==> config.mk <==
export PLATFORM = sky130hd
export DESIGN_NAME = loopback_checker_top
export DESIGN_NICKNAME = d
export VERILOG_FILES = /design/src/hw/video_pkg.sv /design/src/hw/mipi_rx_pkg.sv /design/src/hw/pattern_select.sv /design/src/hw/golden_pattern.sv /design/src/hw/pixel_depacker.sv /design/src/hw/error_monitor.sv /design/src/hw/frame_checker.sv /design/src/hw/loopback_checker_top.sv
export VERILOG_INCLUDE_DIRS = /design/src /design/src/hw
export SDC_FILE = /design/constraint.sdc
export NUM_CORES = 1
export LEC_CHECK = 0
export ABC_AREA = 1
export BUFFER_PORTS_ARGS = -buffer_cell sky130_fd_sc_hd__buf_4
export CORE_AREA = 3 3 165 103
export CTS_CLUSTER_SIZE = 20
export DETAILED_ROUTE_END_ITERATION = 6
export DIE_AREA = 0 0 168 106
export PLACE_DENSITY = 0.65
export SLEW_MARGIN = 20
export SYNTH_ARGS = -nofsm -noshare
export SYNTH_HDL_FRONTEND = slang
export SYNTH_HIERARCHICAL = 1
export SYNTH_SLANG_ARGS = --single-unit
export TNS_END_PERCENT = 10
==> constraint.sdc <==
create_clock -name rx_vga_clk -period 3.62 [get_ports rx_vga_clk]
set_clock_uncertainty 0.1 [all_clocks]
set_input_delay 0.362 -clock rx_vga_clk [delete_from_list [all_inputs] [get_ports rx_vga_clk]]
set_output_delay 0.362 -clock rx_vga_clk [all_outputs]
set_load 0.02 [all_outputs]
==> src/hw/loopback_params.svh <==
// Frame geometry and pixel packing of the loopback checker
// Receiver error clean value, clear period and LED flash width

`ifndef LOOPBACK_PARAMS_SVH
`define LOOPBACK_PARAMS_SVH

// Small frame so that one frame simulates quickly
`define FRAME_WIDTH       16
`define FRAME_HEIGHT      4
`define FRAME_PIXELS      (`FRAME_WIDTH * `FRAME_HEIGHT)

// RGB565, four pixels per received 64-bit word
`define PIXELS_PER_WORD   4
`define PIXEL_BITS        16

// Receiver status value when no error is pending
`define RX_ERR_CLEAN      18'h200
`define ERR_CHECK_PERIOD  16
`define FLASH_BITS        25

`endif

==> src/hw/video_pkg.sv <==
// Video types: RGB565 fields, pixel word union,
// frame position and pattern index

package video_pkg;

`include "loopback_params.svh"

   // RGB565 layout, red in the top bits
   typedef struct packed {
      logic [4:0] red;
      logic [5:0] green;
      logic [4:0] blue;
   } rgb565_t;

   // One pixel word, seen raw or as colour fields
   typedef union packed {
      logic [`PIXEL_BITS-1:0] raw;
      rgb565_t                rgb;
   } pixel_u;

   // Column and line inside the active frame
   typedef struct packed {
      logic [7:0] x;
      logic [7:0] y;
   } frame_pos_t;

   typedef logic [1:0] pattern_t;

endpackage

==> src/hw/mipi_rx_pkg.sv <==
// Receiver interface types: packed pixel word
// and receiver error status

package mipi_rx_pkg;

`include "loopback_params.svh"

   // Four pixels per word
   // Element 3 sits in the top bits and is sent first
   typedef video_pkg::pixel_u [`PIXELS_PER_WORD-1:0] rx_word_t;

   // Receiver error status word
   typedef logic [17:0] rx_error_t;

endpackage

==> src/hw/pattern_select.sv <==
// Pattern select: button synchronizer, rising edge
// detect and 2-bit pattern index

`timescale 1ns/1ps

module pattern_select (
   input  logic                rx_vga_clk,
   input  logic                rst_n,
   input  logic                btn_i,
   output video_pkg::pattern_t pattern_o
);

   // Two-flop synchronizer plus one delay stage for the edge
   logic [1:0] btn_sync;
   logic       btn_d;
   logic       btn_rise;

   assign btn_rise = btn_sync[1] & ~btn_d;

   always_ff @(posedge rx_vga_clk) begin
      if (!rst_n) begin
         btn_sync  <= 2'b00;
         btn_d     <= 1'b0;
         pattern_o <= '0;
      end else begin
         btn_sync <= {btn_sync[0], btn_i};
         btn_d    <= btn_sync[1];
         // Index wraps naturally after pattern 3
         if (btn_rise) begin
            pattern_o <= pattern_o + 1'b1;
         end
      end
   end

endmodule

==> src/hw/golden_pattern.sv <==
// Golden pixel generator
// Decodes frame position and pattern index into the expected pixel

`timescale 1ns/1ps

`include "loopback_params.svh"

module golden_pattern (
   input  video_pkg::frame_pos_t pos_i,
   input  video_pkg::pattern_t   pattern_i,
   output video_pkg::pixel_u     golden_o
);

   // ****************************************
   // Pattern decode, purely combinational
   // ****************************************

   always_comb begin
      golden_o.raw = '0;
      case (pattern_i)
         // Position ramp, line in the upper byte
         2'd0: begin
            golden_o.raw = {pos_i.y, pos_i.x};
         end
         // Solid red
         2'd1: begin
            golden_o.rgb.red   = 5'h1f;
            golden_o.rgb.green = 6'h00;
            golden_o.rgb.blue  = 5'h00;
         end
         // Checkerboard of single pixels
         2'd2: begin
            golden_o.raw = {`PIXEL_BITS{pos_i.x[0] ^ pos_i.y[0]}};
         end
         // Colour bars: red ramps with x, blue the opposite way
         default: begin
            golden_o.rgb.red   = pos_i.x[4:0];
            golden_o.rgb.green = pos_i.y[5:0];
            golden_o.rgb.blue  = ~pos_i.x[4:0];
         end
      endcase
   end

endmodule

==> src/hw/pixel_depacker.sv <==
// Pixel depacker
// Latches a 64-bit received word and emits its four pixels,
// one per cycle, most significant pixel first

`timescale 1ns/1ps

`include "loopback_params.svh"

module pixel_depacker (
   input  logic                  rx_vga_clk,
   input  logic                  rst_n,
   input  logic                  word_valid_i,
   input  mipi_rx_pkg::rx_word_t word_i,
   output logic                  pix_valid_o,
   output video_pkg::pixel_u     pix_o
);

   import mipi_rx_pkg::*;

   localparam int SLOT_BITS = $clog2(`PIXELS_PER_WORD);

   // Latched word, slot index and busy flag
   rx_word_t             word_q;
   logic [SLOT_BITS-1:0] slot;
   logic                 busy;

   always_ff @(posedge rx_vga_clk) begin
      if (word_valid_i) begin
         word_q <= word_i;
      end
   end

   // Slot counts down from the top pixel
   always_ff @(posedge rx_vga_clk) begin
      if (!rst_n) begin
         busy <= 1'b0;
         slot <= '0;
      end else if (word_valid_i) begin
         busy <= 1'b1;
         slot <= SLOT_BITS'(`PIXELS_PER_WORD - 1);
      end else if (busy) begin
         slot <= slot - 1'b1;
         // Last pixel of the word goes out this cycle
         if (slot == '0) begin
            busy <= 1'b0;
         end
      end
   end

   // Idle bus reads as zero
   assign pix_valid_o = busy;
   assign pix_o       = busy ? word_q[slot] : '0;

endmodule

==> src/hw/error_monitor.sv <==
// Receiver error monitor
// Registers the error status, flags the clean state and pulses
// an error clear once per check period while the status is dirty

`timescale 1ns/1ps

`include "loopback_params.svh"

module error_monitor (
   input  logic                   rx_vga_clk,
   input  logic                   rst_n,
   input  mipi_rx_pkg::rx_error_t rx_error_i,
   output logic                   rx_clear_o,
   output logic                   err_clean_o
);

   import mipi_rx_pkg::*;

   localparam int CNT_BITS = $clog2(`ERR_CHECK_PERIOD);

   rx_error_t           err_q;
   logic [CNT_BITS-1:0] period_cnt;

   // Receiver status sampled every cycle
   always_ff @(posedge rx_vga_clk) begin
      err_q <= rx_error_i;
   end

   assign err_clean_o = (err_q == `RX_ERR_CLEAN);

   // Clear is held during reset so the receiver starts clean
   always_ff @(posedge rx_vga_clk) begin
      if (!rst_n) begin
         period_cnt <= '0;
         rx_clear_o <= 1'b1;
      end else begin
         period_cnt <= period_cnt + 1'b1;
         rx_clear_o <= (period_cnt == CNT_BITS'(`ERR_CHECK_PERIOD - 1)) && !err_clean_o;
      end
   end

endmodule

==> src/hw/frame_checker.sv <==
// Frame checker: frame position, consecutive match count,
// last frame result and pass LED flasher

`timescale 1ns/1ps

`include "loopback_params.svh"

module frame_checker (
   input  logic                  rx_vga_clk,
   input  logic                  rst_n,
   input  logic                  pix_valid_i,
   input  video_pkg::pixel_u     pix_i,
   input  video_pkg::pixel_u     golden_i,
   input  logic                  vsync_i,
   input  logic                  err_clean_i,
   output video_pkg::frame_pos_t pos_o,
   output logic                  frame_pass_o,
   output logic                  led_a_o,
   output logic                  led_b_o
);

   localparam int CNT_BITS = $clog2(`FRAME_PIXELS + 1);

   logic                  vsync_d;
   logic                  frame_start;
   logic                  pix_match;
   logic [CNT_BITS-1:0]   match_cnt;
   logic [CNT_BITS-1:0]   last_cnt;
   logic [`FLASH_BITS-1:0] flash_cnt;

   assign frame_start = vsync_i & ~vsync_d;
   assign pix_match   = (pix_i.raw == golden_i.raw);

   // ****************************************
   // Position and match counting
   // ****************************************

   always_ff @(posedge rx_vga_clk) begin
      if (!rst_n) begin
         vsync_d   <= 1'b0;
         pos_o     <= '0;
         match_cnt <= '0;
         last_cnt  <= '0;
      end else begin
         vsync_d <= vsync_i;
         // Frame start wins over a pixel in the same cycle
         if (frame_start) begin
            pos_o     <= '0;
            last_cnt  <= match_cnt;
            match_cnt <= '0;
         end else if (pix_valid_i) begin
            // Any mismatch restarts the run
            match_cnt <= pix_match ? match_cnt + 1'b1 : '0;
            if (pos_o.x == 8'(`FRAME_WIDTH - 1)) begin
               pos_o.x <= '0;
               pos_o.y <= (pos_o.y == 8'(`FRAME_HEIGHT - 1)) ? 8'd0 : pos_o.y + 8'd1;
            end else begin
               pos_o.x <= pos_o.x + 8'd1;
            end
         end
      end
   end

   // ****************************************
   // Frame result and LED flasher
   // ****************************************

   always_ff @(posedge rx_vga_clk) begin
      if (!rst_n) begin
         frame_pass_o <= 1'b0;
         flash_cnt    <= '0;
      end else begin
         frame_pass_o <= (last_cnt == CNT_BITS'(`FRAME_PIXELS)) && err_clean_i;
         // Counter only runs while passing
         flash_cnt    <= frame_pass_o ? flash_cnt + 1'b1 : '0;
      end
   end

   // Both LEDs on while failing, alternate while passing
   assign led_a_o = ~frame_pass_o | flash_cnt[`FLASH_BITS-1];
   assign led_b_o = ~frame_pass_o | ~flash_cnt[`FLASH_BITS-1];

endmodule

==> src/hw/loopback_checker_top.sv <==
// Receive side checker of the MIPI video loopback
// Depacker, golden generator, pattern select, error monitor
// and frame checker, all on rx_vga_clk

`timescale 1ns/1ps

module loopback_checker_top (
   input  logic                   rx_vga_clk,
   input  logic                   rst_n,
   input  logic                   rx_valid_i,
   input  mipi_rx_pkg::rx_word_t  rx_data_i,
   input  logic                   rx_vsync_i,
   input  mipi_rx_pkg::rx_error_t rx_error_i,
   input  logic                   pattern_btn_i,
   output logic                   rx_clear_o,
   output logic                   frame_pass_o,
   output logic                   led_a_o,
   output logic                   led_b_o
);

   import video_pkg::*;

   logic       pix_valid;
   pixel_u     pix;
   pixel_u     golden;
   frame_pos_t pos;
   pattern_t   pattern;
   logic       err_clean;

   // Pixel stream from received words
   pixel_depacker u_depacker (
      .rx_vga_clk  (rx_vga_clk),
      .rst_n       (rst_n),
      .word_valid_i(rx_valid_i),
      .word_i      (rx_data_i),
      .pix_valid_o (pix_valid),
      .pix_o       (pix)
   );

   // Pattern configuration and expected pixel
   pattern_select u_pattern_select (
      .rx_vga_clk(rx_vga_clk),
      .rst_n     (rst_n),
      .btn_i     (pattern_btn_i),
      .pattern_o (pattern)
   );

   golden_pattern u_golden (
      .pos_i    (pos),
      .pattern_i(pattern),
      .golden_o (golden)
   );

   error_monitor u_error_monitor (
      .rx_vga_clk (rx_vga_clk),
      .rst_n      (rst_n),
      .rx_error_i (rx_error_i),
      .rx_clear_o (rx_clear_o),
      .err_clean_o(err_clean)
   );

   frame_checker u_frame_checker (
      .rx_vga_clk  (rx_vga_clk),
      .rst_n       (rst_n),
      .pix_valid_i (pix_valid),
      .pix_i       (pix),
      .golden_i    (golden),
      .vsync_i     (rx_vsync_i),
      .err_clean_i (err_clean),
      .pos_o       (pos),
      .frame_pass_o(frame_pass_o),
      .led_a_o     (led_a_o),
      .led_b_o     (led_b_o)
   );

endmodule

==> results of run 1 <==
## metrics by stage
step,instances,cell area [sq um],setup slack [ns],hold slack (ns),utilization (%)
floorplan,854,7000,1.90,0.290,-
global placement,1131,7800,1.36,0.298,50.7
detailed placement,1131,7800,1.30,0.304,50.7
CTS,1199,8790,1.26,0.000511,57.2
global route,1200,8800,0.929,0.000277,57.2
finish,1200,8800,1.27,0.0168,57.2
## final cells by class
class                      instances  area, sq um  share of cell area, %
sequential                       152         3680                   41.9
multi-input combinational        525         2560                   29.1
timing repair buffer             130         1070                   12.1
inverter                         158          601                   6.83
clock buffer                      19          454                   5.16
tap                              203          254                   2.89
clock inverter                    13          174                   1.98
## worst max-delay path, cell delays in order, from the launching register on
cell and delay [ns]:
dfxtp_1 0.31, buf_4 0.33, inv_4 0.23, nand2_1 0.13
nand3_1 0.10, a21oi_1 0.21, inv_1 0.06, nand2_1 0.06
nand2_1 0.05, nor2_1 0.12, nand2_1 0.06, nor2_1 0.10
nand2_1 0.06, nand2_1 0.05, nand2_1 0.15, nor2_1 0.14
## synth_stat cells (all sizes together)
cell type  instances
nor3b              1
nand2            218
o21ai             24
nand4              7
buf               17
o21a               3
ha                 6
nor2             116
nor4               1
xnor2              3
a31oi              1
and2               1
nand3b             7
o31ai              1
xor2               7
dfxtp             88
nand3             61
inv              158
clkbuf             2
or2                2
a21oi             53
edfxtp            64
nor3              13
## routing by layer
layer / vias up / track usage (%)
met4: 0 / 4.20
met1: 2477 / 28.2
met3: 11 / 4.65
met2: 145 / 23.8
li1: 2929 / -
met5: - / 0
## registers in the layout, summed over array words and instances, names as in the netlist
name and cells:
u_depacker/slot 2, u_error_monitor/rx_clear_o 1, u_pattern_select/btn_sync 2, u_depacker/word_q 64
u_pattern_select/pattern_o 2, u_frame_checker/pos_o 16, u_error_monitor/period_cnt 4, u_pattern_select/btn_d 1
u_frame_checker/flash_cnt 25, u_error_monitor/err_q 18, u_frame_checker/vsync_d 1, u_frame_checker/frame_pass_o 1
u_frame_checker/last_cnt 7, u_depacker/pix_valid_o 1, u_frame_checker/match_cnt 7
## layout by cell type (no fill, tap or decap), types with 2 or more instances in the layout
cell           count
dlygate4sd3_1     37
nor2_4             5
a21oi_1           41
nand3_1           47
edfxtp_1          64
nor2_2             2
nand4_1            7
xor2_1             7
xnor2_1            3
o21a_1             3
nand3b_1           7
inv_1            153
ha_1               6
dfxtp_1           88
a21oi_2           12
inv_2              3
buf_4             93
nand2_4            2
clkbuf_16         18
nand2_1          203
nor2_1           109
bufinv_16          2
nor3_1            12
nand3_2           13
inv_8              4
o21ai_0           23
nand2_2           13
inv_6              6
## final timing paths
check,startpoint,end,slack [ns],cells after the start
hold reg to reg,u_frame_checker/last_cnt[5],u_frame_checker/frame_pass_o,0.32,1
setup / recovery,u_depacker/slot[0],u_frame_checker/match_cnt[2],1.27,15
hold / removal,rx_data_i[50],u_depacker/word_q[50],0.02,1
setup reg to reg,u_depacker/slot[0],u_frame_checker/match_cnt[2],1.27,15
## cells by family (layout without fill, tap and decap cells)
logic type                 after synthesis  count (layout)  synth area share, %
AOI/OAI and AO/OA                       82              82                 6.67
xor gates and xnor gates                10              10                 1.25
adders and majority gates                6               6                 1.07
buffers and inverters                  177             320                 10.8
DFF                                    152             152                 52.6
and+or+nand+nor                        427             427                 27.6
## power breakdown
group | internal (W) | switching (W) | leakage, nW
clock | 0.00110 | 0.000782 | 0.309
combinational | 0.000166 | 0.000193 | 2.25
sequential | 0.00187 | 0.0000352 | 1.35
==> results.md, run 1 <==
Synth:
- In this run, synthesis produced a sequential element count of about 150.
- The cell count after synthesis came out at 854.
- The mean post-synth cell area is 8.19 sq um.
- The number of warnings printed during yosys synthesis is 6.
- Synthesis produced a netlist with a net count of 947.
- In this run the biggest area consumer among cell types represents between 20 and 30% of the synthesized area.
- The number of unique standard cell types used by synthesis is 38.
- Of all cell types, the one taking the most synthesized area is edfxtp_1.
- In the post-synthesis netlist, the biggest area contributors are edfxtp_1 27%, dfxtp_1 25%, nand2_1 11%, inv_1 8.2%, nor2_1 5.8%.
- The synthesized netlist occupies a cell area of 7000 sq um.
- The sequential share of the synthesized area is 52.6%.

Placement:
- The number of buffers inserted by port buffering is 90.
- The HPWL after detailed placement is 10.6 mm.
- At the end of routability-driven placement, the weighted congestion stood at 0.823.

Clock tree:
- The deepest level of the CTS H-tree is 4.
- The number of instances resized during post-cts repair is 0.
- The clock-pin transition on the worst setup and hold timing paths is 0.07 ns.
- The clock net in this run drives a total of 152 sinks.
- The longest clock path from root to sink contains 2 buffers.
- CTS placed an instance of clkbuf_16 at the clock tree root.
- The number of clock buffers inserted by TritonCTS is 17.
- TritonCTS built the clock tree.
- Buffers added to address setup during post-CTS repair amount to 0.
- The latest clock arrival within the worst-skew pair is 0.42 ns.
- The number of buffers inserted by hold repair at cts is 36.

Route:
- For this block, the routed nets add up to about 15 mm of wire.
- The first-pass detailed-route iteration total is 5.
- The number of remaining DRC errors is 0.
- In this run, the number of DRC markers left after iteration 0 of detailed routing was 497.
- The mean number of vias per cell is roughly 4.6.
- Dividing the detail-routed wire length by the instance count gives 12.6 microns.
- After detailed routing, the wire length on met1 is around 8.3 mm.
- The via count is 5562.
- The final antenna-violating net count is 0.
- After detailed routing, the met2 layer carries 5.80 mm of wire.
- The highest layer touched by signal routing is met4.
- In the detailed route, the total length drawn on met3 is 942 microns.

Finish:
- Of the cells placed in the final design, the portion with a size suffix greater than 1 is 18.0%.
- The synthesis-to-finish area growth is 25.7%.
- 0 antenna diodes ended up in the layout.
- The fill cell total of the finished layout is approximately 1400.
- At the end of the flow, the number of nets in the layout was 1077.

Die:
- The die outline area is about 18000 sq um.
- The core area is roughly 15000 sq um.
- The chip height is 106 microns.
- The die span in x is 168 microns.
- In this run the core area contains 35 standard-cell rows.
- Once the floorplan was initialized, standard cells occupied 45.5% of the core.
- 91 I/O pins were placed.

Global route:
- Global routing consumed, over all layers together, 17.8% of the routing resources.
- Global routing finished with a remaining overflow of 0.
- The via count of the first global-routing pass is 5254.
- The first-pass GRT wire length is 25.8 mm.
- The initial antenna violation count is 0.
- The pin count of the biggest net entering global routing is 67.

Worst setup path:
- The worst setup path is launched from a flop.
- STA puts the critical path data required time at 3.86 ns.
- The critical path is of the reg -> reg type.
- The largest driver fanout on the critical path is 34.
- The worst path arrival time is 2.59 ns.
- STA classifies the critical path endpoint as a flop.

Timing:
- The number of hold violations in the final report is 0.
- The number of endpoints failing setup at the final stage is 0.
- For the final routed database, the setup TNS stands at 0 ns.
- Static timing analysis puts the maximum clock frequency at about 430 MHz.
- For the pin with the worst max-slew slack, the measured transition is 0.806 ns.
- The number of slew-limit violations in the final report came to 0.
- Setup repair after global routing left no endpoint under its margin.
- The worst pin sits at a relative slew slack of 46.3%.
- The clock period minus worst slack is 2.35 ns.
- The worst path uses 64.8% of the clock period.

Power and ir drop:
- The power per cell area is 471 nW/um^2.
- The largest vdd supply drop is 269 uV.
- The final total power is 0.00415 W.
- The leakage power is 3.91 nW.

Status:
- The flow ran to the end, and the final reports show no timing, DRC or antenna violations.

Run:
- The max-capacitance violation count is 0.

Min path:
- In this run the worst hold path is classified as in -> reg.
Power figures use the tool's default switching activity.
==> inputs of run 2 (changes only) <==
- PLACE_DENSITY: 0.65 -> 0.68
- clock period: 3.62 -> 2 ns (I/O delays scaled with it)
==> run 2 against run 1 <==
Compared with the run above: wire length grew 10%; die area is the same; cell count grew 5.9%; critical endpoint is now u_frame_checker/match_cnt[1].
==> results.md, run 2 (synthesis gave the netlist of run 1 again) <==
Power and ir drop:
- The final total power is 0.00731 W.
- The share of total power dissipated in sequential elements is 47.1%.
- For this design the total switching power over the nets is 0.00182 W.
- In this run, the combinational gates consume 11.1% of the power.
- For this design the static power due to leakage is 4.21 nW.
- VDD sags by at most 507 uV.
- The total internal power is 0.00550 W.
- The power per cell area is 768 nW/um^2.
- The proportion of total power due to net switching is 24.8%.
- The share of total power in the clock network is 41.8%.

Die:
- The die covers 17800 sq um.
- For this configuration, the core starts out at a cell density of 45.5%.
- The core region is 15400 sq um.
- The floorplan has 35 rows.
- 91 I/O pins were placed.
- From bottom edge to top edge, the die measures ~110 microns.
- The die is between 150 and 200 microns wide.

Clock tree:
- The buffer levels on the longest clock path is 2.
- The number of clock sinks is 152.
- The root buffer selected by CTS is clkbuf_16.
- TritonCTS built the clock tree.
- The latest clock arrival within the worst-skew pair is 0.43 ns.
- The deepest level of the CTS H-tree is 4.
- The number of clock buffers inserted by TritonCTS is 17.
- The clock-pin transition on the worst setup and hold timing paths is approximately 0.060 ns.

Finish:
- In the final layout, the registers with the most flip-flops are u_depacker/word_q: 64 flops, u_frame_checker/flash_cnt: 25 flops, u_error_monitor/err_q: 18 flops.
- The register with the most flip-flops in the layout has 64 of them.
- Summing all multi-input logic gate instances after layout gives 2640 sq um.
- The area growth from synthesis to layout is 36.0%.
- Leaving out fill and tap cells, the most frequent cells in the layout are 199 x nand2_1, 153 x inv_1, 112 x buf_4.
- The register ranked first by flip-flop count is u_depacker/word_q.
- The most frequent standard cell in the layout excluding fill and tap cells is nand2_1.
- The fill cell total of the finished layout is 1260.
- The number of antenna diodes is 0.
- After routing the design area is 9520 sq um.
- The sequential cells in the finished layout cover a total of 3700 sq um.
- The share of layout cells above drive strength 1 is a little over a fifth.
- At the end of the flow, the number of nets in the layout was 1148.

Worst setup path:
- The critical path endpoint category is a flop.
- The worst setup path is launched from a flop.
- The worst path arrival time is ~2.2 ns.
- The cell that appears most often on the critical path is nand2_1.
- STA puts the critical path data required time at between 2 and 2.5 ns.
- The critical-path cell with the highest stage delay is dfxtp_4.
- The number of buffers and inverters on the critical path is 2.
- On the worst path, the slowest cell contributes a delay of approximately 0.37 ns.
- The signal on the critical path passes through inv_4 -> nor2_4 -> nand3_4 -> nand3b_1 -> inv_1 -> nand2_1 -> nand2_1 -> nor2_1 -> nand2_1 -> nor2_1 -> nand2_1 -> nand2_2 -> nand2_4 -> nor2_1.
- The type of the setup path with the least slack is reg -> reg.
- The largest driver fanout on the critical path is 8.
- On the critical path the largest part of the delay comes from simple AND/OR/NAND/NOR gates.

Placement:
- The placed instance area is 8020 sq um.
- The count of buffers added on input and output ports is 90.
- After legalization and detailed placement, the total HPWL measured 10.9 mm.
- The congestion estimate from routability-driven global placement came to about 0.84.

Global route:
- The pin count of the biggest net entering global routing is 42.
- The via count of the first global-routing pass came to 5636.
- The first-pass GRT wire length is 27.8 mm.
- In the global route stage, overall resource usage came out at 19.5%.
- The remaining global-route overflow is 0.
- The initial antenna violation count is 0.

Timing:
- Measured against its own limit, the worst slew margin works out to 64.2%.
- Setup repair after global routing could not meet its margin everywhere.
- The number of endpoints failing setup at the final stage is 0.
- Based on the critical path, the design can be clocked at up to 530 MHz.
- The ratio of final minimum period to clock period is 94.4%.
- The number of slew-limit violations in the final report came to 0.
- For the pin with the worst max-slew slack, the measured transition is 0.537 ns.
- The number of hold violations in the final report is 0.
- The worst path in the final design needs a cycle of 1.89 ns, including I/O delays and setup.

Route:
- The pre-antenna-repair detailed-routing pass consisted of 5 iterations.
- The mean number of vias per cell is 4.64.
- The count of routing violations after the opening detailed-route iteration is 482.
- In this run the remaining antenna-violating nets after routing total 0.
- The final wirelength is roughly 17 mm.
- Dividing the detail-routed wire length by the instance count gives approximately 13 microns.
- After detailed routing, the number of remaining DRC violations is 0.
- The via count is 5893.

Status:
- The run finished with clean final reports.

Run:
- The max-capacitance violation count is 0.

Min path:
- The class of the worst hold path is in -> reg.
[run 2: cell count changes in the layout (fill, tap and decap cells not counted), moves of 6 or more]
cell,delta
a21oi_1,-7
a21oi_2,+7
buf_4,+19
dfxtp_1,-6
dlygate4sd3_1,+47
nor2_1,-6
nor2_2,+6
[run 2: power groups by stage]
stage	clock (W)	sequential, W	combinational [W]
final	0.00305	0.00345	0.000812
after global routing	0.00324	0.00346	0.000902
after CTS	0.00310	0.00345	0.000790
after detailed placement	0	0.00352	0.000655
after global placement	0	0.00351	0.000650
after floorplan	0	0.00350	0.000382
[run 2: worst register-to-register path: stages (launching register included)]
cell and delay (ns):
dfxtp_4 0.37, inv_4 0.06, nor2_4 0.16, nand3_4 0.15, nand3b_1 0.18, inv_1 0.06
nand2_1 0.05, nand2_1 0.05, nor2_1 0.12, nand2_1 0.07, nor2_1 0.13, nand2_1 0.08
nand2_2 0.07, nand2_4 0.09, nor2_1 0.09
[run 2: timing repair]
item | 4_1_cts | 5_1_grt
resized for setup | 3 | 27
hold endpoints to repair | 84 | 0
hold buffers | 84 | 0
gates cloned | 1 | 0
pin swaps | 1 | 9
endpoints found under the setup margin | 7 | 11
buffers inserted | 0 | 0
[run 2: area by class of cell]
type                    count  share of cell area, %
repair buffers            200                   18.5
clock buffers              19                   4.77
multi-input cells         526                   27.7
inverters                 158                   6.33
flip-flops and latches    152                   38.8
clock inverters            13                   1.14
well taps                 203                   2.67
[run 2: through the flow]
step / setup slack (ns) / TNS [ns] / cells / hold WS [ns] / util, %
2_1_floorplan: 0.279 / 0 / 854 / 0.128 / -
3_3_place_gp: -0.00506 / -0.00707 / 1154 / 0.204 / 52.2
3_5_place_dp: -0.00531 / -0.0106 / 1154 / 0.206 / 52.2
4_1_cts: 0.00719 / 0 / 1271 / 0.120 / 61.4
5_1_grt: -0.0280 / -0.0867 / 1271 / 0.136 / 61.9
6_report: 0.113 / 0 / 1271 / 0.136 / 61.9
[run 2: routing by layer]
metal	up-vias	global-route usage (%)	wire, microns
met3	12	4.61	1030
met5	-	0	0
met1	2640	28.7	8420
li1	3077	-	-
met4	0	4.32	129
met2	164	29.1	7080
[run 2: worst paths after layout]
path                            slack (ns)                     startpoint                      endpoint  depth (start not counted)
worst min register to register        0.31   u_pattern_select/btn_sync[0]  u_pattern_select/btn_sync[1]                          2
worst max register to register        0.11  u_pattern_select/pattern_o[1]  u_frame_checker/match_cnt[1]                         14
worst max-delay path                  0.11  u_pattern_select/pattern_o[1]  u_frame_checker/match_cnt[1]                         14
worst min-delay path                  0.14                          rst_n    u_error_monitor/rx_clear_o                          3
